File: src/hw/cl_scrub_cfg.svh
`ifndef CL_SCRUB_CFG_SVH
`define CL_SCRUB_CFG_SVH

// ------------------------------------------------------------
// Channel count and scrub walk limits
// ------------------------------------------------------------

// Number of DDR channels with a scrubber
`define CL_NUM_DDR 4

// Only 8 KiB of each memory is walked in simulation
`define CL_SCRB_MAX_ADDR 64'h0000_0000_0000_1FFF

// Burst of 16 beats
`define CL_SCRB_BURST_LEN_MINUS1 15

// Bytes moved per data beat
`define CL_DDR_BEAT_BYTES 64

// ------------------------------------------------------------
// Reset and identification
// ------------------------------------------------------------

// Flops between the raw reset and the two-flop synchronizer
`define CL_RST_PIPE_STAGES 4

// PCI ID words shown when debug readback is off
`define CL_SH_ID0 32'hF000_1D0F
`define CL_SH_ID1 32'h1D51_FEDC

`endif

File: src/hw/cl_scrub_pkg.sv
`include "cl_scrub_cfg.svh"

package cl_scrub_pkg;

   // ------------------------------------------------------------
   // Debug memory select
   // ------------------------------------------------------------

   // Values 0 to 3 pick a channel, anything above maps to channel 0
   typedef logic [2:0] mem_sel_t;

   // ------------------------------------------------------------
   // Control word
   // ------------------------------------------------------------

   // Bit 31 debug enable, bits 30:28 debug select,
   // low bits are the per-channel scrub enables
   typedef struct packed {
      logic                     dbg_en;
      mem_sel_t                 dbg_sel;
      logic [27:`CL_NUM_DDR]    rsvd;
      logic [`CL_NUM_DDR-1:0]   scrb_en;
   } ctl_word_t;

   // ------------------------------------------------------------
   // Scrub address
   // ------------------------------------------------------------

   // Halves as they appear on the two ID outputs
   typedef struct packed {
      logic [31:0] hi;
      logic [31:0] lo;
   } scrb_addr_half_t;

   // Counter view for the scrubber, split view for the readback
   typedef union packed {
      logic [63:0]     addr;
      scrb_addr_half_t half;
   } scrb_addr_u;

endpackage

File: src/hw/cl_ctl_in.sv
`timescale 1ns/100ps

`include "cl_scrub_cfg.svh"

module cl_ctl_in
   import cl_scrub_pkg::*;
(
   input  logic        clk,
   input  logic        rst_main_n,
   input  logic        flr_assert,
   input  logic [31:0] ctl0,
   output logic        sync_rst_n,
   output logic        flr_done,
   output ctl_word_t   ctl_q
);

   localparam int STAGES = `CL_RST_PIPE_STAGES;

   logic [STAGES-1:0] rst_pipe;
   logic              pipe_rst_n;
   logic              pre_sync_rst_n;
   logic              flr_assert_q;

   // ------------------------------------------------------------
   // Reset synchronizer
   // ------------------------------------------------------------

   // Plain shift pipe on the raw reset, no reset of its own
   always_ff @(posedge clk)
   begin
      rst_pipe <= {rst_pipe[STAGES-2:0], rst_main_n};
   end

   assign pipe_rst_n = rst_pipe[STAGES-1];

   // Assert immediately, release two edges after the pipe
   always_ff @(posedge clk or negedge pipe_rst_n)
   begin
      if (!pipe_rst_n)
      begin
         pre_sync_rst_n <= 1'b0;
         sync_rst_n     <= 1'b0;
      end
      else
      begin
         pre_sync_rst_n <= 1'b1;
         sync_rst_n     <= pre_sync_rst_n;
      end
   end

   // ------------------------------------------------------------
   // FLR acknowledge and control word
   // ------------------------------------------------------------

   // One done pulse per registered request cycle
   always_ff @(posedge clk or negedge sync_rst_n)
   begin
      if (!sync_rst_n)
      begin
         flr_assert_q <= 1'b0;
         flr_done     <= 1'b0;
      end
      else
      begin
         flr_assert_q <= flr_assert;
         flr_done     <= flr_assert_q && !flr_done;
      end
   end

   always_ff @(posedge clk or negedge sync_rst_n)
   begin
      if (!sync_rst_n)
         ctl_q <= '0;
      else
         ctl_q <= ctl_word_t'(ctl0);
   end

endmodule

File: src/hw/ddr_scrubber.sv
`timescale 1ns/100ps

`include "cl_scrub_cfg.svh"

module ddr_scrubber
   import cl_scrub_pkg::*;
#(
   parameter logic [63:0] MAX_ADDR         = 64'h1FFF,
   parameter int          BURST_LEN_MINUS1 = 15
)
(
   input  logic       clk,
   input  logic       sync_rst_n,
   input  logic       scrb_en,
   input  logic       scrb_awready,
   output logic       scrb_awvalid,
   output scrb_addr_u scrb_awaddr,
   output logic       scrb_done
);

   // Bytes covered by one accepted burst
   localparam logic [63:0] BURST_BYTES =
      64'((BURST_LEN_MINUS1 + 1) * `CL_DDR_BEAT_BYTES);

   logic        burst_acc;
   logic [63:0] next_addr;

   // ------------------------------------------------------------
   // Request side
   // ------------------------------------------------------------

   // One request outstanding at a time, held until accepted
   assign scrb_awvalid = scrb_en && !scrb_done;
   assign burst_acc    = scrb_awvalid && scrb_awready;

   // Address of the burst after the one being accepted
   assign next_addr = scrb_awaddr.addr + BURST_BYTES;

   // ------------------------------------------------------------
   // Address walker
   // ------------------------------------------------------------

   always_ff @(posedge clk or negedge sync_rst_n)
   begin
      if (!sync_rst_n)
      begin
         scrb_awaddr.addr <= '0;
         scrb_done        <= 1'b0;
      end
      else if (!scrb_en)
      begin
         // Disabled channel rewinds so the next enable starts at zero
         scrb_awaddr.addr <= '0;
         scrb_done        <= 1'b0;
      end
      else if (burst_acc)
      begin
         scrb_awaddr.addr <= next_addr;
         // Walk ends once the next burst would start past the limit
         if (next_addr > MAX_ADDR)
         begin
            scrb_done <= 1'b1;
         end
      end
   end

endmodule

File: src/hw/scrub_id_readback.sv
`timescale 1ns/100ps

`include "cl_scrub_cfg.svh"

module scrub_id_readback
   import cl_scrub_pkg::*;
(
   input  logic        clk,
   input  logic        sync_rst_n,
   input  logic        dbg_en,
   input  mem_sel_t    dbg_sel,
   input  scrb_addr_u  scrb_addr [`CL_NUM_DDR],
   output logic [31:0] id0,
   output logic [31:0] id1
);

   scrb_addr_u sel_addr;

   // ------------------------------------------------------------
   // Channel select
   // ------------------------------------------------------------

   // Channel 0 is the default, so out of range selects land there
   always_comb
   begin
      sel_addr = scrb_addr[0];
      for (int i = 1; i < `CL_NUM_DDR; i++)
      begin
         if (dbg_sel == mem_sel_t'(i))
         begin
            sel_addr = scrb_addr[i];
         end
      end
   end

   // ------------------------------------------------------------
   // ID output registers
   // ------------------------------------------------------------

   always_ff @(posedge clk or negedge sync_rst_n)
   begin
      if (!sync_rst_n)
      begin
         id0 <= '0;
         id1 <= '0;
      end
      else if (dbg_en)
      begin
         // Low half on id0, high half on id1
         id0 <= sel_addr.half.lo;
         id1 <= sel_addr.half.hi;
      end
      else
      begin
         id0 <= `CL_SH_ID0;
         id1 <= `CL_SH_ID1;
      end
   end

endmodule

File: src/hw/cl_scrub_top.sv
`timescale 1ns/100ps

`include "cl_scrub_cfg.svh"

module cl_scrub_top
   import cl_scrub_pkg::*;
(
   input  logic                   clk,
   input  logic                   rst_main_n,
   input  logic                   flr_assert,
   output logic                   flr_done,
   input  logic [31:0]            ctl0,
   input  logic [`CL_NUM_DDR-1:0] scrb_awready,
   output logic [`CL_NUM_DDR-1:0] scrb_awvalid,
   output scrb_addr_u             scrb_awaddr [`CL_NUM_DDR],
   output logic [`CL_NUM_DDR-1:0] scrb_done,
   output logic [31:0]            id0,
   output logic [31:0]            id1
);

   logic      sync_rst_n;
   ctl_word_t ctl_q;

   // ------------------------------------------------------------
   // Reset, FLR and control register
   // ------------------------------------------------------------

   cl_ctl_in u_ctl_in (
      .clk        (clk),
      .rst_main_n (rst_main_n),
      .flr_assert (flr_assert),
      .ctl0       (ctl0),
      .sync_rst_n (sync_rst_n),
      .flr_done   (flr_done),
      .ctl_q      (ctl_q)
   );

   // ------------------------------------------------------------
   // Per-channel scrubbers
   // ------------------------------------------------------------

   // Channels run independently, each on its own enable bit
   for (genvar ch = 0; ch < `CL_NUM_DDR; ch++)
   begin : g_scrub
      ddr_scrubber #(
         .MAX_ADDR         (`CL_SCRB_MAX_ADDR),
         .BURST_LEN_MINUS1 (`CL_SCRB_BURST_LEN_MINUS1)
      ) u_scrubber (
         .clk          (clk),
         .sync_rst_n   (sync_rst_n),
         .scrb_en      (ctl_q.scrb_en[ch]),
         .scrb_awready (scrb_awready[ch]),
         .scrb_awvalid (scrb_awvalid[ch]),
         .scrb_awaddr  (scrb_awaddr[ch]),
         .scrb_done    (scrb_done[ch])
      );
   end

   // ------------------------------------------------------------
   // ID and debug address readback
   // ------------------------------------------------------------

   scrub_id_readback u_id_readback (
      .clk        (clk),
      .sync_rst_n (sync_rst_n),
      .dbg_en     (ctl_q.dbg_en),
      .dbg_sel    (ctl_q.dbg_sel),
      .scrb_addr  (scrb_awaddr),
      .id0        (id0),
      .id1        (id1)
   );

endmodule

File: config.mk
export PLATFORM = sky130hd
export DESIGN_NAME = cl_scrub_top
export DESIGN_NICKNAME = d
export VERILOG_FILES = /design/src/hw/cl_scrub_pkg.sv /design/src/hw/cl_ctl_in.sv /design/src/hw/ddr_scrubber.sv /design/src/hw/scrub_id_readback.sv /design/src/hw/cl_scrub_top.sv
export VERILOG_INCLUDE_DIRS = /design/src /design/src/hw
export SDC_FILE = /design/constraint.sdc
export NUM_CORES = 1
export LEC_CHECK = 0
export BUFFER_PORTS_ARGS = -buffer_cell sky130_fd_sc_hd__buf_4
export CORE_UTILIZATION = 50
export DETAILED_ROUTE_END_ITERATION = 8
export PLACE_DENSITY = 0.84
export SETUP_SLACK_MARGIN = 0.2
export SLEW_MARGIN = 30
export SYNTH_ARGS = -nofsm -noshare
export SYNTH_HDL_FRONTEND = slang
export SYNTH_SLANG_ARGS = --single-unit
File: constraint.sdc
create_clock -name clk -period 17.85 [get_ports clk]
set_input_delay 2.6775 -clock clk [delete_from_list [all_inputs] [get_ports clk]]
set_output_delay 2.6775 -clock clk [all_outputs]
set_load 0.05 [all_outputs]
After elaboration in Yosys (flattened, before gate mapping)
Index checks and enable logic that the tools add are counted.
Widths: inputs -> output; s select.
Word-level totals
  input port bits: 39
  logic and storage cells: 80
  register bits after elaboration: 340
Operators by class
  order comparisons: 4
  eq/ne operators: 11
  add/sub/neg operators: 4
  reduce and logical (&&, ||, !) cells: 18
  muxes and demuxes: 25
Operators with widths (count)
  $mux 64: 11
  $add 64x11->64 const B: 4
  $gt 64x13->1 const B: 4
  $mux 32: 2
  $ne 2x1->1 const B: 8
  $mux 1: 12
  $logic_and 1x1->1: 9
  $reduce_and 2->1: 4
  $eq 3x2->1 const B: 2
  $logic_not 1->1: 5
  $eq 3x1->1 const B: 1

Depth between registers and ports, before layout
Gate-level depths: netlist of run 1.
  depth after elaboration: 5
  mapped depth: 11

Cells and area by module
From an unflattened synthesis of run 1, not the netlist that was laid out.
Second synthesis, totals
  cell total of the unflattened synthesis: 2447
  area total of the unflattened synthesis: 21645.8 um^2
Modules (own cells, without submodules)
  ddr_scrubber: sequential area each 1376.3 um^2, instances 4, area each 4013.8 um^2, cells an instance 474
  scrub_id_readback: sequential area each 1601.5 um^2, instances 1, area each 4591.9 um^2, cells an instance 509
  cl_ctl_in: sequential area each 980.9 um^2, instances 1, area each 998.5 um^2, cells an instance 42

Worst setup path after synthesis of run 1
No wires, ideal clock.
  kind: in2reg
  start point: input port scrb_awready[1]
  end point: register g_scrub[1].u_scrubber.scrb_awaddr[44] (netlist bit)
  stages: 5
  arrival time: 3.909 ns
  buffers on the path: 1
  slack: 13.857 ns
  cell sequence: nor2b_1 > clkbuf_1 > nand2_1 > or3_2 > a21boi_0
Between the ends
  word-level cells in the longest chain between the ends: 2
Ends and longest elaborated chain
  from (decl): RTL line cl_scrub_top.sv:13  | input logic [`CL_NUM_DDR-1:0] scrb_awready,
  $logic_and 1x1->1: RTL line ddr_scrubber.sv:34  | assign burst_acc = scrb_awvalid && scrb_awready;
  $ne 2x1->1 (no line)
  to (decl): RTL line ddr_scrubber.sv:17  | output scrb_addr_u scrb_awaddr,
Every way passes these cells.
A chain may end at the register's enable or synchronous reset.

Worst setup path after layout of run 1
  start point: register u_ctl_in.ctl_q[0] (netlist name)
  end point: output port scrb_awvalid[0]
Between the ends
  word-level cells in the longest chain between the ends: 1
Ends and longest elaborated chain
  $logic_and 1x1->1: RTL line ddr_scrubber.sv:33  | assign scrb_awvalid = scrb_en && !scrb_done;
  to (decl): RTL line cl_scrub_top.sv:14  | output logic [`CL_NUM_DDR-1:0] scrb_awvalid,
Every way passes these cells.

==> impl_results.md, run 1 <==
- Seq cells post-synth: 292
- # DRC: 2
- Post-CTS Hold Buffers: 0
- Design area: 23200 um^2
- First-pass GRT wire length: 108 mm
- M1 GR Usage: 0.444
- Crit end category: output pin
- Initial antenna violation count: 1
- GPL Wtd Cong: 1.02
- Critical path class: reg2out
- Clock Skew: 0.0217 ns
- Share of layout cells above drive strength 1: 0.166
- Final setup viols: 0
- Failing checks: design-rule violations
- Htree depth: 2
- DRT antenna net count: 0
- Vias in the first global route: 17.8k
- TNS Setup: 0 ns
- GR Layer Usage met3: 0.0911
- Pleak: 0.00999 uW
- Top Ports: 368
- Max-Cap Viols: 0
- WP data arrival: 1.71 ns
- Post_cts resized: 0
- Async SR Flop Fraction: 0.986
- Cts bufs inserted: 35
- Core area: 39600 um^2
- CP Launch Type: flip-flop
- Total grt overflow: 0
- Final wirelength: 71.7 mm
- Clk buf depth: 3
- 1st-pass router iterations: 8
- Largest net degree at the start of global routing: 106
- Final #Nets: 2568
- Power Dens Cells: 67.0 nW/um^2
- Peak supply drop: 0.0000583 V
- Synthesized instance count: 2393
- Cell variety after synth: 92
- DP HPWL: 52.8 mm
- Setup bufs post-CTS: 0
- Fin. Hold Viols: 0
- Final min period: 4.38 ns
- Root Buffer Master: clkbuf_16
- Number of warnings issued by yosys: 0
- CTS clk-pin slew, worst paths: 0.05 ns
- Skew-Pair Late Insertion Delay: 0.56 ns
- Die area: 41000 um^2
- Most Crowded Layer GR: met2
- Max-slew headroom: 0.315
- Clock tree from TritonCTS: built
- Drt initial violations: 1979
- Worst path required time: 15.17 ns
- Drt wl/cell: 23.3 um
- Max Freq: 0.228 GHz
- Die height: 202 um
- Row Count: 73
- Post-synthesis sequential area ratio: 0.363
- Clk sinks: 292
- Status: finished, violations left
- Synth Area per Inst: 8.40 um^2
- M2 GR Usage: 0.543
- Die Width: 202 um
- Crit Path Max Fanout: 56
- Ant. Diodes: 0
- Top_reg_cell synth: dfrtp_1
- Worst Hold Class: reg2async
- Number of synthesized flops with an enable pin: 0
- Worst slew pin tran: 1.02 ns
- Routed vias: 19.4k
- Cell Area, Synth: 20100 um^2
- Pwr Total: 1550 uW
- Initial Util: 0.507
- RSZ-0062 raised after global routing: false
- Slew Limit Fails: 0
- Vias per cell: 6.32
- Area growth syn-to-layout: 15.3%
- Period utilization: 0.246
- Buffers on Ports: 303
- Total track usage: 0.343
- Placed cell areas: 22000 um^2
==> routing by layer <==
metal | up-vias | wire length, um
li1 | 8614 | -
met1 | 9524 | 28100
met2 | 1087 | 32600
met3 | 211 | 7660
met4 | 0 | 3360
met5 | - | 0
==> state kept, by name, summed over array words and instances, names as in the netlist, 4 cells and up <==
| register | count |
|---|---|
| g_scrub.u_scrubber.scrb_awaddr | 216 |
| u_ctl_in.ctl_q | 8 |
| u_ctl_in.rst_pipe | 4 |
| u_id_readback.id1 | 32 |
| u_id_readback.id0 | 24 |
| g_scrub.u_scrubber.scrb_done | 4 |
==> through the flow <==
step	hold slack, ns	setup slack (ns)	instances	utilization
after floorplan	-0.00499	9.23	2433	-
after global placement	-0.000571	13.16	3013	0.555
after detailed placement	0.00643	13.11	3013	0.555
after CTS	0.00959	13.44	3074	0.584
after global routing	0.0171	13.36	3074	0.584
final	0.00481	13.47	3074	0.584
==> layout make-up <==
class / count / area (um^2)
Timing Repair Buffer: 319 / 2400
Fill cell: 3603 / 16500
Clock buffer: 48 / 975
Tap cell: 525 / 657
Inverter: 19 / 71.3
Clock inverter: 13 / 179
Multi-Input combinational cell: 1858 / 11600
Sequential cell: 292 / 7290
==> cell usage in the layout, fill, tap and decap left out, types with 10 or more instances in the layout <==
cell       count
and4_1        30
xnor2_1      145
nor2_1       206
and3_1        47
or3_1         51
nand4_1      104
a211oi_1      69
xor2_1        79
nand3_1      135
o21ai_0       65
and2_1       181
a31oi_1       17
nand2_1      188
o211ai_1      10
or2_2         12
nand2b_1      12
mux2i_1       66
clkbuf_16     35
inv_1         19
nor4_1        35
a21oi_1       71
conb_1        42
nor3_1        79
buf_4        317
a21boi_0      42
nor2b_1       22
or4_1         14
dfrtp_1      287
==> worst max-delay path: stages, from the launching register on <==
cell and delay [ns]:
dfrtp_1 0.32, buf_4 0.40, nor2b_1 0.20, buf_4 0.21
==> worst paths after layout <==
path	start	end	slack, ns	cells past startpoint
min	u_ctl_in.rst_pipe[3]	u_ctl_in.pre_sync_rst_n	0.005	0
max	u_ctl_in.ctl_q[0]	scrb_awvalid[0]	13.47	3
max reg2reg	g_scrub[0].u_scrubber.scrb_awaddr[10]	g_scrub[0].u_scrubber.scrb_done	14.27	9
max in group asynchronous	u_ctl_in.sync_rst_n	g_scrub[0].u_scrubber.scrb_awaddr[61]	15.64	2
min in group clk	u_ctl_in.rst_pipe[0]	u_ctl_in.rst_pipe[1]	0.33	0
min reg2reg	u_ctl_in.rst_pipe[3]	u_ctl_in.pre_sync_rst_n	0.005	0
==> Yosys cell counts, drive strengths merged (6+ instances only) <==
cell	n	area [um^2]
nor2b	23	144
or3	54	345
a21oi	71	355
and3	47	294
a31oi	17	106
a21boi	43	323
and2	182	1140
nor3	82	427
o32ai	7	61.3
nor2	206	773
inv	19	71.3
nor3b	10	75.1
o211ai	10	75.1
nand2	190	723
buf	106	706
mux2	9	101
or4	16	128
nor4b	7	61.3
o31ai	6	45.0
nand4	106	684
a211oi	69	518
xor2	79	692
nand2b	12	75.1
xnor2	145	1270
or2	13	81.3
a41oi	6	52.6
mux2i	66	661
o21ai	66	330
and4	30	263
nor4	40	302
nand3	136	686
dfrtp	288	7210
clkbuf	156	599
==> where the power goes <==
part | leakage (uW) | internal (uW) | switching, uW | total, uW
clock network | 0.000567 | 441 | 294 | 734
registers | 0.00395 | 672 | 11.1 | 683
logic | 0.00548 | 29.6 | 105 | 134
==> kinds of logic after synthesis <==
group / synth area share
buf+inv: 0.0694
flops: 0.363
fa+ha+maj: 0.00249
compound gates: 0.113
mux: 0.0379
xor+xnor: 0.0977
simple gates: 0.316
other cells: 0.000374
Note: power is estimated with default switching activity, not from simulation.
==> run 2, diff against run 1 <==
clock period = 4.31 ns   (was 17.85 ns; I/O delays follow)
==> run 2 against run 1 <==
  * The flow now finishes without violations
  * Critical path depth up 5
  * Largest power group unchanged
  * Register-to-register slack worse by 13 ns
  * Clock skew up 0.011 ns
  * Critical path type is now reg2reg
  * Sequential cell count unchanged
  * Die area unchanged
  * Cell area up 0.62%
  * Highest routed layer is now met5
  * Setup slack worse by 13 ns
  * Core utilization up 0.36 points
  * Total power rose to 4.2 times the previous value
  * Clock power rose to 4.1 times the previous value
  * First-iteration DRC count up 0.76%
  * Non-clock buffer count up 11
==> impl_results.md, run 2 (synthesis gave the netlist of run 1 again) <==
- Fin. Hold Viols: 0
- WP data arrival: 3.84 ns
- Worst slack at placement: 0.984 ns
- Final wirelength: 72.8 mm
- DP HPWL: 53.6 mm
- RSZ-0062 raised after global routing: false
- 1st-pass router iterations: 6
- Worst path required time: 4.76 ns
- Fillers: 3510
- Cts bufs inserted: 35
- Period utilization: 0.788
- R2R depth: 8
- Status: complete, no violations
- Vias per cell: 6.32
- GPL Wtd Cong: 1.13
- Largest net degree at the start of global routing: 94
- Clk buf depth: 3
- Commonest non-fill, non-tap cell in the layout: buf_4
- Final #Nets: 2579
- Root Buffer Master: clkbuf_16
- Final min period: 3.40 ns
- Max-Cap Viols: 0
- Total grt overflow: 0
- DRT antenna net count: 0
- Worst reg2reg path endpoint: g_scrub[0].u_scrubber.scrb_done
- Vias in the first global route: 18.2k
- Final hold slack: 0.00418 ns
- # DRC: 0
- Core area: 39600 um^2
- Register-to-register setup slack: 0.91 ns
- Die area: 41000 um^2
- Worst slew pin tran: 0.952 ns
- Clk sinks: 292
- First-pass GRT wire length: 111 mm
- Die height: 202 um
- Most flop-heavy register: g_scrub.u_scrubber.scrb_awaddr
- Share of layout cells above drive strength 1: 0.171
- TNS Setup: 0 ns
- Post-CTS Hold Buffers: 0
- Setup bufs post-CTS: 0
- Buffers on Ports: 303
- Clock Skew: 0.0326 ns
- Skew-Pair Late Insertion Delay: 0.58 ns
- Initial Util: 0.507
- Power Dens Cells: 276 nW/um^2
- Initial antenna violation count: 2
- Worst R2R Start: g_scrub[0].u_scrubber.scrb_awaddr[17]
- Drt initial violations: 1994
- Total track usage: 0.351
- Worst Hold Class: reg2async
- Final setup viols: 0
- CTS clk-pin slew, worst paths: 0.06 ns
- Slew Limit Fails: 0
- Htree depth: 2
- Area growth syn-to-layout: 16.0%
- Routed vias: 19.5k
- CP Launch Type: flip-flop
- Crit end category: flip-flop
- Critical path class: reg2reg
- Commonest non-fill, non-tap cells in the layout: buf_4, dfrtp_1, nor2_1
- PnR worst setup slack: 0.915 ns
- Drt wl/cell: 23.6 um
- Largest register FFs: 216
- Die Width: 202 um
- Crit Path Max Fanout: 12
- Post_cts resized: 0
- Peak supply drop: 0.000250 V
- Max Freq: 0.295 GHz
- Row Count: 73
- Pleak: 0.0101 uW
- Top Ports: 368
- Largest regs: g_scrub.u_scrubber.scrb_awaddr (216), u_id_readback.id1 (32), u_id_readback.id0 (24)
- Clock tree from TritonCTS: built
- Max-slew headroom: 0.365
[run 2: changes by cell type in the layout (fill, tap and decap cells not counted), moves of 2 or more]
cell | before | now
buf_6 | 2 | 0
clkinv_2 | 5 | 8
buf_12 | 0 | 4
clkbuf_8 | 5 | 11
inv_6 | 3 | 1
clkbuf_1 | 8 | 4
bufinv_16 | 4 | 1
buf_4 | 317 | 326
[run 2: worst max path at each step]
| stage | from | to | cells after the start |
|---|---|---|---|
| floorplan | g_scrub[1].u_scrubber.scrb_awaddr[10] | g_scrub[1].u_scrubber.scrb_done | 10 |
| global placement | g_scrub[0].u_scrubber.scrb_awaddr[17] | g_scrub[0].u_scrubber.scrb_done | 8 |
| detailed placement | g_scrub[0].u_scrubber.scrb_awaddr[18] | g_scrub[0].u_scrubber.scrb_done | 8 |
| CTS | g_scrub[0].u_scrubber.scrb_awaddr[18] | g_scrub[0].u_scrubber.scrb_done | 8 |
| global route | g_scrub[3].u_scrubber.scrb_awaddr[19] | g_scrub[3].u_scrubber.scrb_done | 8 |
| finish | g_scrub[0].u_scrubber.scrb_awaddr[17] | g_scrub[0].u_scrubber.scrb_done | 8 |
[run 2: cell type report]
type / instances / area [um^2] / share of cell area
flip-flops and latches: 292 / 7290 / 0.313
clock buffers: 51 / 1070 / 0.0458
multi-input cells: 1858 / 11600 / 0.497
diodes: 1 / 2.50 / 0.000107
well taps: 525 / 657 / 0.0282
repair buffers: 330 / 2530 / 0.108
clock inverters: 13 / 110 / 0.00473
inverters: 19 / 71.3 / 0.00306
[run 2: metal layers]
metal	up-vias	wire (um)	track usage
met4	4	2760	0.124
met1	9510	28000	0.453
li1	8653	-	-
met3	172	8330	0.103
met5	-	98	0
met2	1174	33600	0.558
[run 2: worst max-delay path: stages, from the launching register on]
cell and delay, ns:
dfrtp_1 0.56, and4_1 0.34, nand3_1 0.37, or4_1 0.82
nor2_1 0.15, a31oi_1 0.10, nor4_1 0.49, nand4_1 0.16
o221a_2 0.27
[run 2: power by group]
part	switching [uW]	internal [uW]	leakage, uW	total, uW
combinational	446	128	0.00555	575
sequential	39.5	2780	0.00395	2820
clock	1260	1790	0.000585	3040
total	1740	4700	0.0101	6440
[run 2: stage by stage]
stage / total power [uW] / instance area, um^2 / std cells / utilization
floorplan: 3290 / 20200 / 2433 / -
global placement: 3430 / 22100 / 3023 / 0.557
detailed placement: 3440 / 22100 / 3023 / 0.557
CTS: 6450 / 23300 / 3087 / 0.587
global route: 6610 / 23300 / 3088 / 0.588
finish: 6440 / 23300 / 3089 / 0.588
==> run 3, diff against run 2 <==
ABC_AREA = 1   (was default)
clock period = 3.4 ns   (was 4.31 ns; I/O delays follow)
==> run 3 against run 2 <==
  * Die area decreased by 2.6%
  * Core utilization grew 1.9 points
  * Synthesized cell count grew 26%
  * Critical path depth rose by 7
  * Sequential share of layout area shrank 0.18 points
  * Setup slack worse by 0.30 ns
  * Synthesized area down 2.6%
  * Global-route usage grew 5.0 points
  * Largest cell class unchanged
  * First-iteration DRC count up 23%
  * Combinational power is 37% higher
  * Sequential cell count unchanged
==> impl_results.md, run 3 <==
- Area growth syn-to-layout: 19.8%
- Synth area leaders: dfrtp_1, nand2_1, nor2_1
- TNS Setup: 0 ns
- Die Width: 200 um
- Count leader, synth: nand2_1
- Max-Cap Viols: 0
- Routed vias: 22.0k
- Reg power frac: 0.426
- Die height: 200 um
- Period utilization: 0.818
- Crit Path Max Fanout: 8
- DRT antenna net count: 0
- Fin. Hold Viols: 0
- Post_cts resized: 0
- Core Util, Final: 0.606
- GPL Wtd Cong: 1.07
- Clock share of power: 0.480
- First-pass GRT wire length: 118 mm
- Max-slew headroom: 0.324
- Buf/Inv on CP: 2
- Final hold slack: 0.00550 ns
- Initial antenna violation count: 1
- Max Freq: 0.359 GHz
- Total track usage: 0.401
- Number of synthesized flops with an enable pin: 0
- Pleak: 0.0103 uW
- Leading area contributor after synthesis: dfrtp_1
- Placed cell areas: 22200 um^2
- Commonest non-fill, non-tap cell in the layout: nand2_1
- R2R depth: 15
- Gate power share: 0.094
- Vias per cell: 5.76
- CTS clk-pin slew, worst paths: 0.06 ns
- M1 GR Usage: 0.504
- Initial Util: 0.506
- Clock tree from TritonCTS: built
- Synthesized instance count: 3006
- Peak supply drop: 0.000340 V
- Buffers on Ports: 303
- Share of layout cells above drive strength 1: 0.138
- Largest regs: g_scrub.u_scrubber.scrb_awaddr (216), u_id_readback.id1 (32), u_id_readback.id0 (24)
- Worst slew pin tran: 1.00 ns
- Synth top cells by count: nand2_1, nor2_1, inv_1
- Cell Area, Synth: 19600 um^2
- P_int: 6070 uW
- Power Dens Cells: 360 nW/um^2
- Clock Skew: 0.0290 ns
- Clk sinks: 292
- Cell variety after synth: 36
- CP Depth: 15
- Slowest cell on the critical path: dfrtp_1
- DP HPWL: 62.7 mm
- WP data arrival: 3.23 ns
- RSZ-0062 raised after global routing: false
- Sw power: 2360 uW
- Async SR Flop Fraction: 0.986
- Top_reg_cell synth: dfrtp_1
- # DRC: 0
- Seq cells post-synth: 292
- Row Count: 72
- Synth Area per Inst: 6.51 um^2
- Root Buffer Master: clkbuf_16
- Synth top area share: 0.368
- M2 GR Usage: 0.643
- Final setup viols: 0
- CP Cell Sequence: ha_1 -> nand3_1 -> inv_2 -> nand2_1 -> nor2_2 -> nand2_1 -> xor2_1 -> clkinv_1 -> nand3_1 -> nor2_1 -> nand2_1 -> nor2_1 -> nand2_1 -> nand3_1 -> nand2_1
- Final min period: 2.78 ns
- Die area: 39900 um^2
- GR Layer Usage met3: 0.0927
- Most flop-heavy register: g_scrub.u_scrubber.scrb_awaddr
- Cts bufs inserted: 35
- Post-CTS Hold Buffers: 0
- Clk buf depth: 3
- Crit-path max cell delay: 0.55 ns
- Largest register FFs: 216
- Top Ports: 368
- Final wirelength: 80.8 mm
- Final #Nets: 3323
- Total grt overflow: 0
- Slew Limit Fails: 0
- Setup bufs post-CTS: 0
- Number of warnings issued by yosys: 0
- CP Launch Type: flip-flop
- Drt initial violations: 2450
- Most Crowded Layer GR: met2
- Core area: 38600 um^2
- Largest net degree at the start of global routing: 109
- Crit path max-delay family: simple AND/OR/NAND/NOR gates
- Commonest non-fill, non-tap cells in the layout: nand2_1, nor2_1, buf_4
- Crit end category: flip-flop
- Status: complete, no violations
- Sw Share: 0.280
- Skew-Pair Late Insertion Delay: 0.58 ns
- Htree depth: 2
- 1st-pass router iterations: 6
- Drt wl/cell: 21.1 um
- Worst path required time: 3.84 ns
- Post-synthesis sequential area ratio: 0.372
- Worst Hold Class: reg2async
- CP most frequent cell: nand2_1
- Vias in the first global route: 20.2k
- Critical path class: reg2reg
- Design area: 23400 um^2
## run 3: stage by stage
step | power [uW] | cells | setup WS (ns)
2_1_floorplan | 4220 | 3046 | 0.528
3_3_place_gp | 4420 | 3760 | 0.702
3_5_place_dp | 4430 | 3760 | 0.662
4_1_cts | 8420 | 3824 | 0.650
5_1_grt | 8600 | 3825 | 0.335
6_report | 8420 | 3826 | 0.617
## run 3: cell families (layout without fill, tap and decap cells)
logic type / Yosys count / in the layout / synth area share
flip-flops: 292 / 292 / 0.372
XOR/XNOR: 69 / 69 / 0.0309
other: 2 / 43 / 0.000384
AND/OR/NAND/NOR: 1699 / 1699 / 0.357
adder cells (fa/ha/maj): 4 / 4 / 0.00256
buffers and inverters: 491 / 752 / 0.105
AO/OA/AOI/OAI: 449 / 449 / 0.131
## run 3: layer usage
metal	part of all wire	routed length [um]	vias to the layer above
met2	0.46	36900	1363
li1	-	-	10200
met5	0	0	-
met1	0.38	30800	10200
met4	0.053	4250	0
met3	0.11	8890	243
## run 3: final timing paths
check                                                 startpoint                                     to  slack [ns]
setup / recovery           g_scrub[2].u_scrubber.scrb_awaddr[10]        g_scrub[2].u_scrubber.scrb_done        0.62
hold reg to reg                             u_ctl_in.rst_pipe[3]                u_ctl_in.pre_sync_rst_n       0.006
hold / removal                              u_ctl_in.rst_pipe[3]                u_ctl_in.pre_sync_rst_n       0.006
setup reg to reg           g_scrub[2].u_scrubber.scrb_awaddr[10]        g_scrub[2].u_scrubber.scrb_done        0.62
max in group asynchronous                    u_ctl_in.sync_rst_n  g_scrub[3].u_scrubber.scrb_awaddr[21]        2.17
min in group clk                                         ctl0[3]                      u_ctl_in.ctl_q[3]        0.04
## run 3: final cells by class
| cell class | instances | area, um^2 |
|---|---|---|
| Fill cell | 3786 | 15200 |
| Multi-Input combinational cell | 2263 | 10400 |
| Sequential cell | 292 | 7290 |
| Timing Repair Buffer | 335 | 2580 |
| Inverter | 353 | 1330 |
| Clock buffer | 45 | 985 |
| Tap cell | 518 | 648 |
| Clock inverter | 19 | 231 |
| Antenna cell | 1 | 2.50 |
## run 3: power groups by stage
stage                     Clock, uW  Sequential, uW  Combinational [uW]
after floorplan                   0            3840                 378
after global placement            0            3660                 761
after detailed placement          0            3660                 764
after CTS                      4050            3600                 767
after global routing           4170            3600                 834
final                          4040            3590                 790
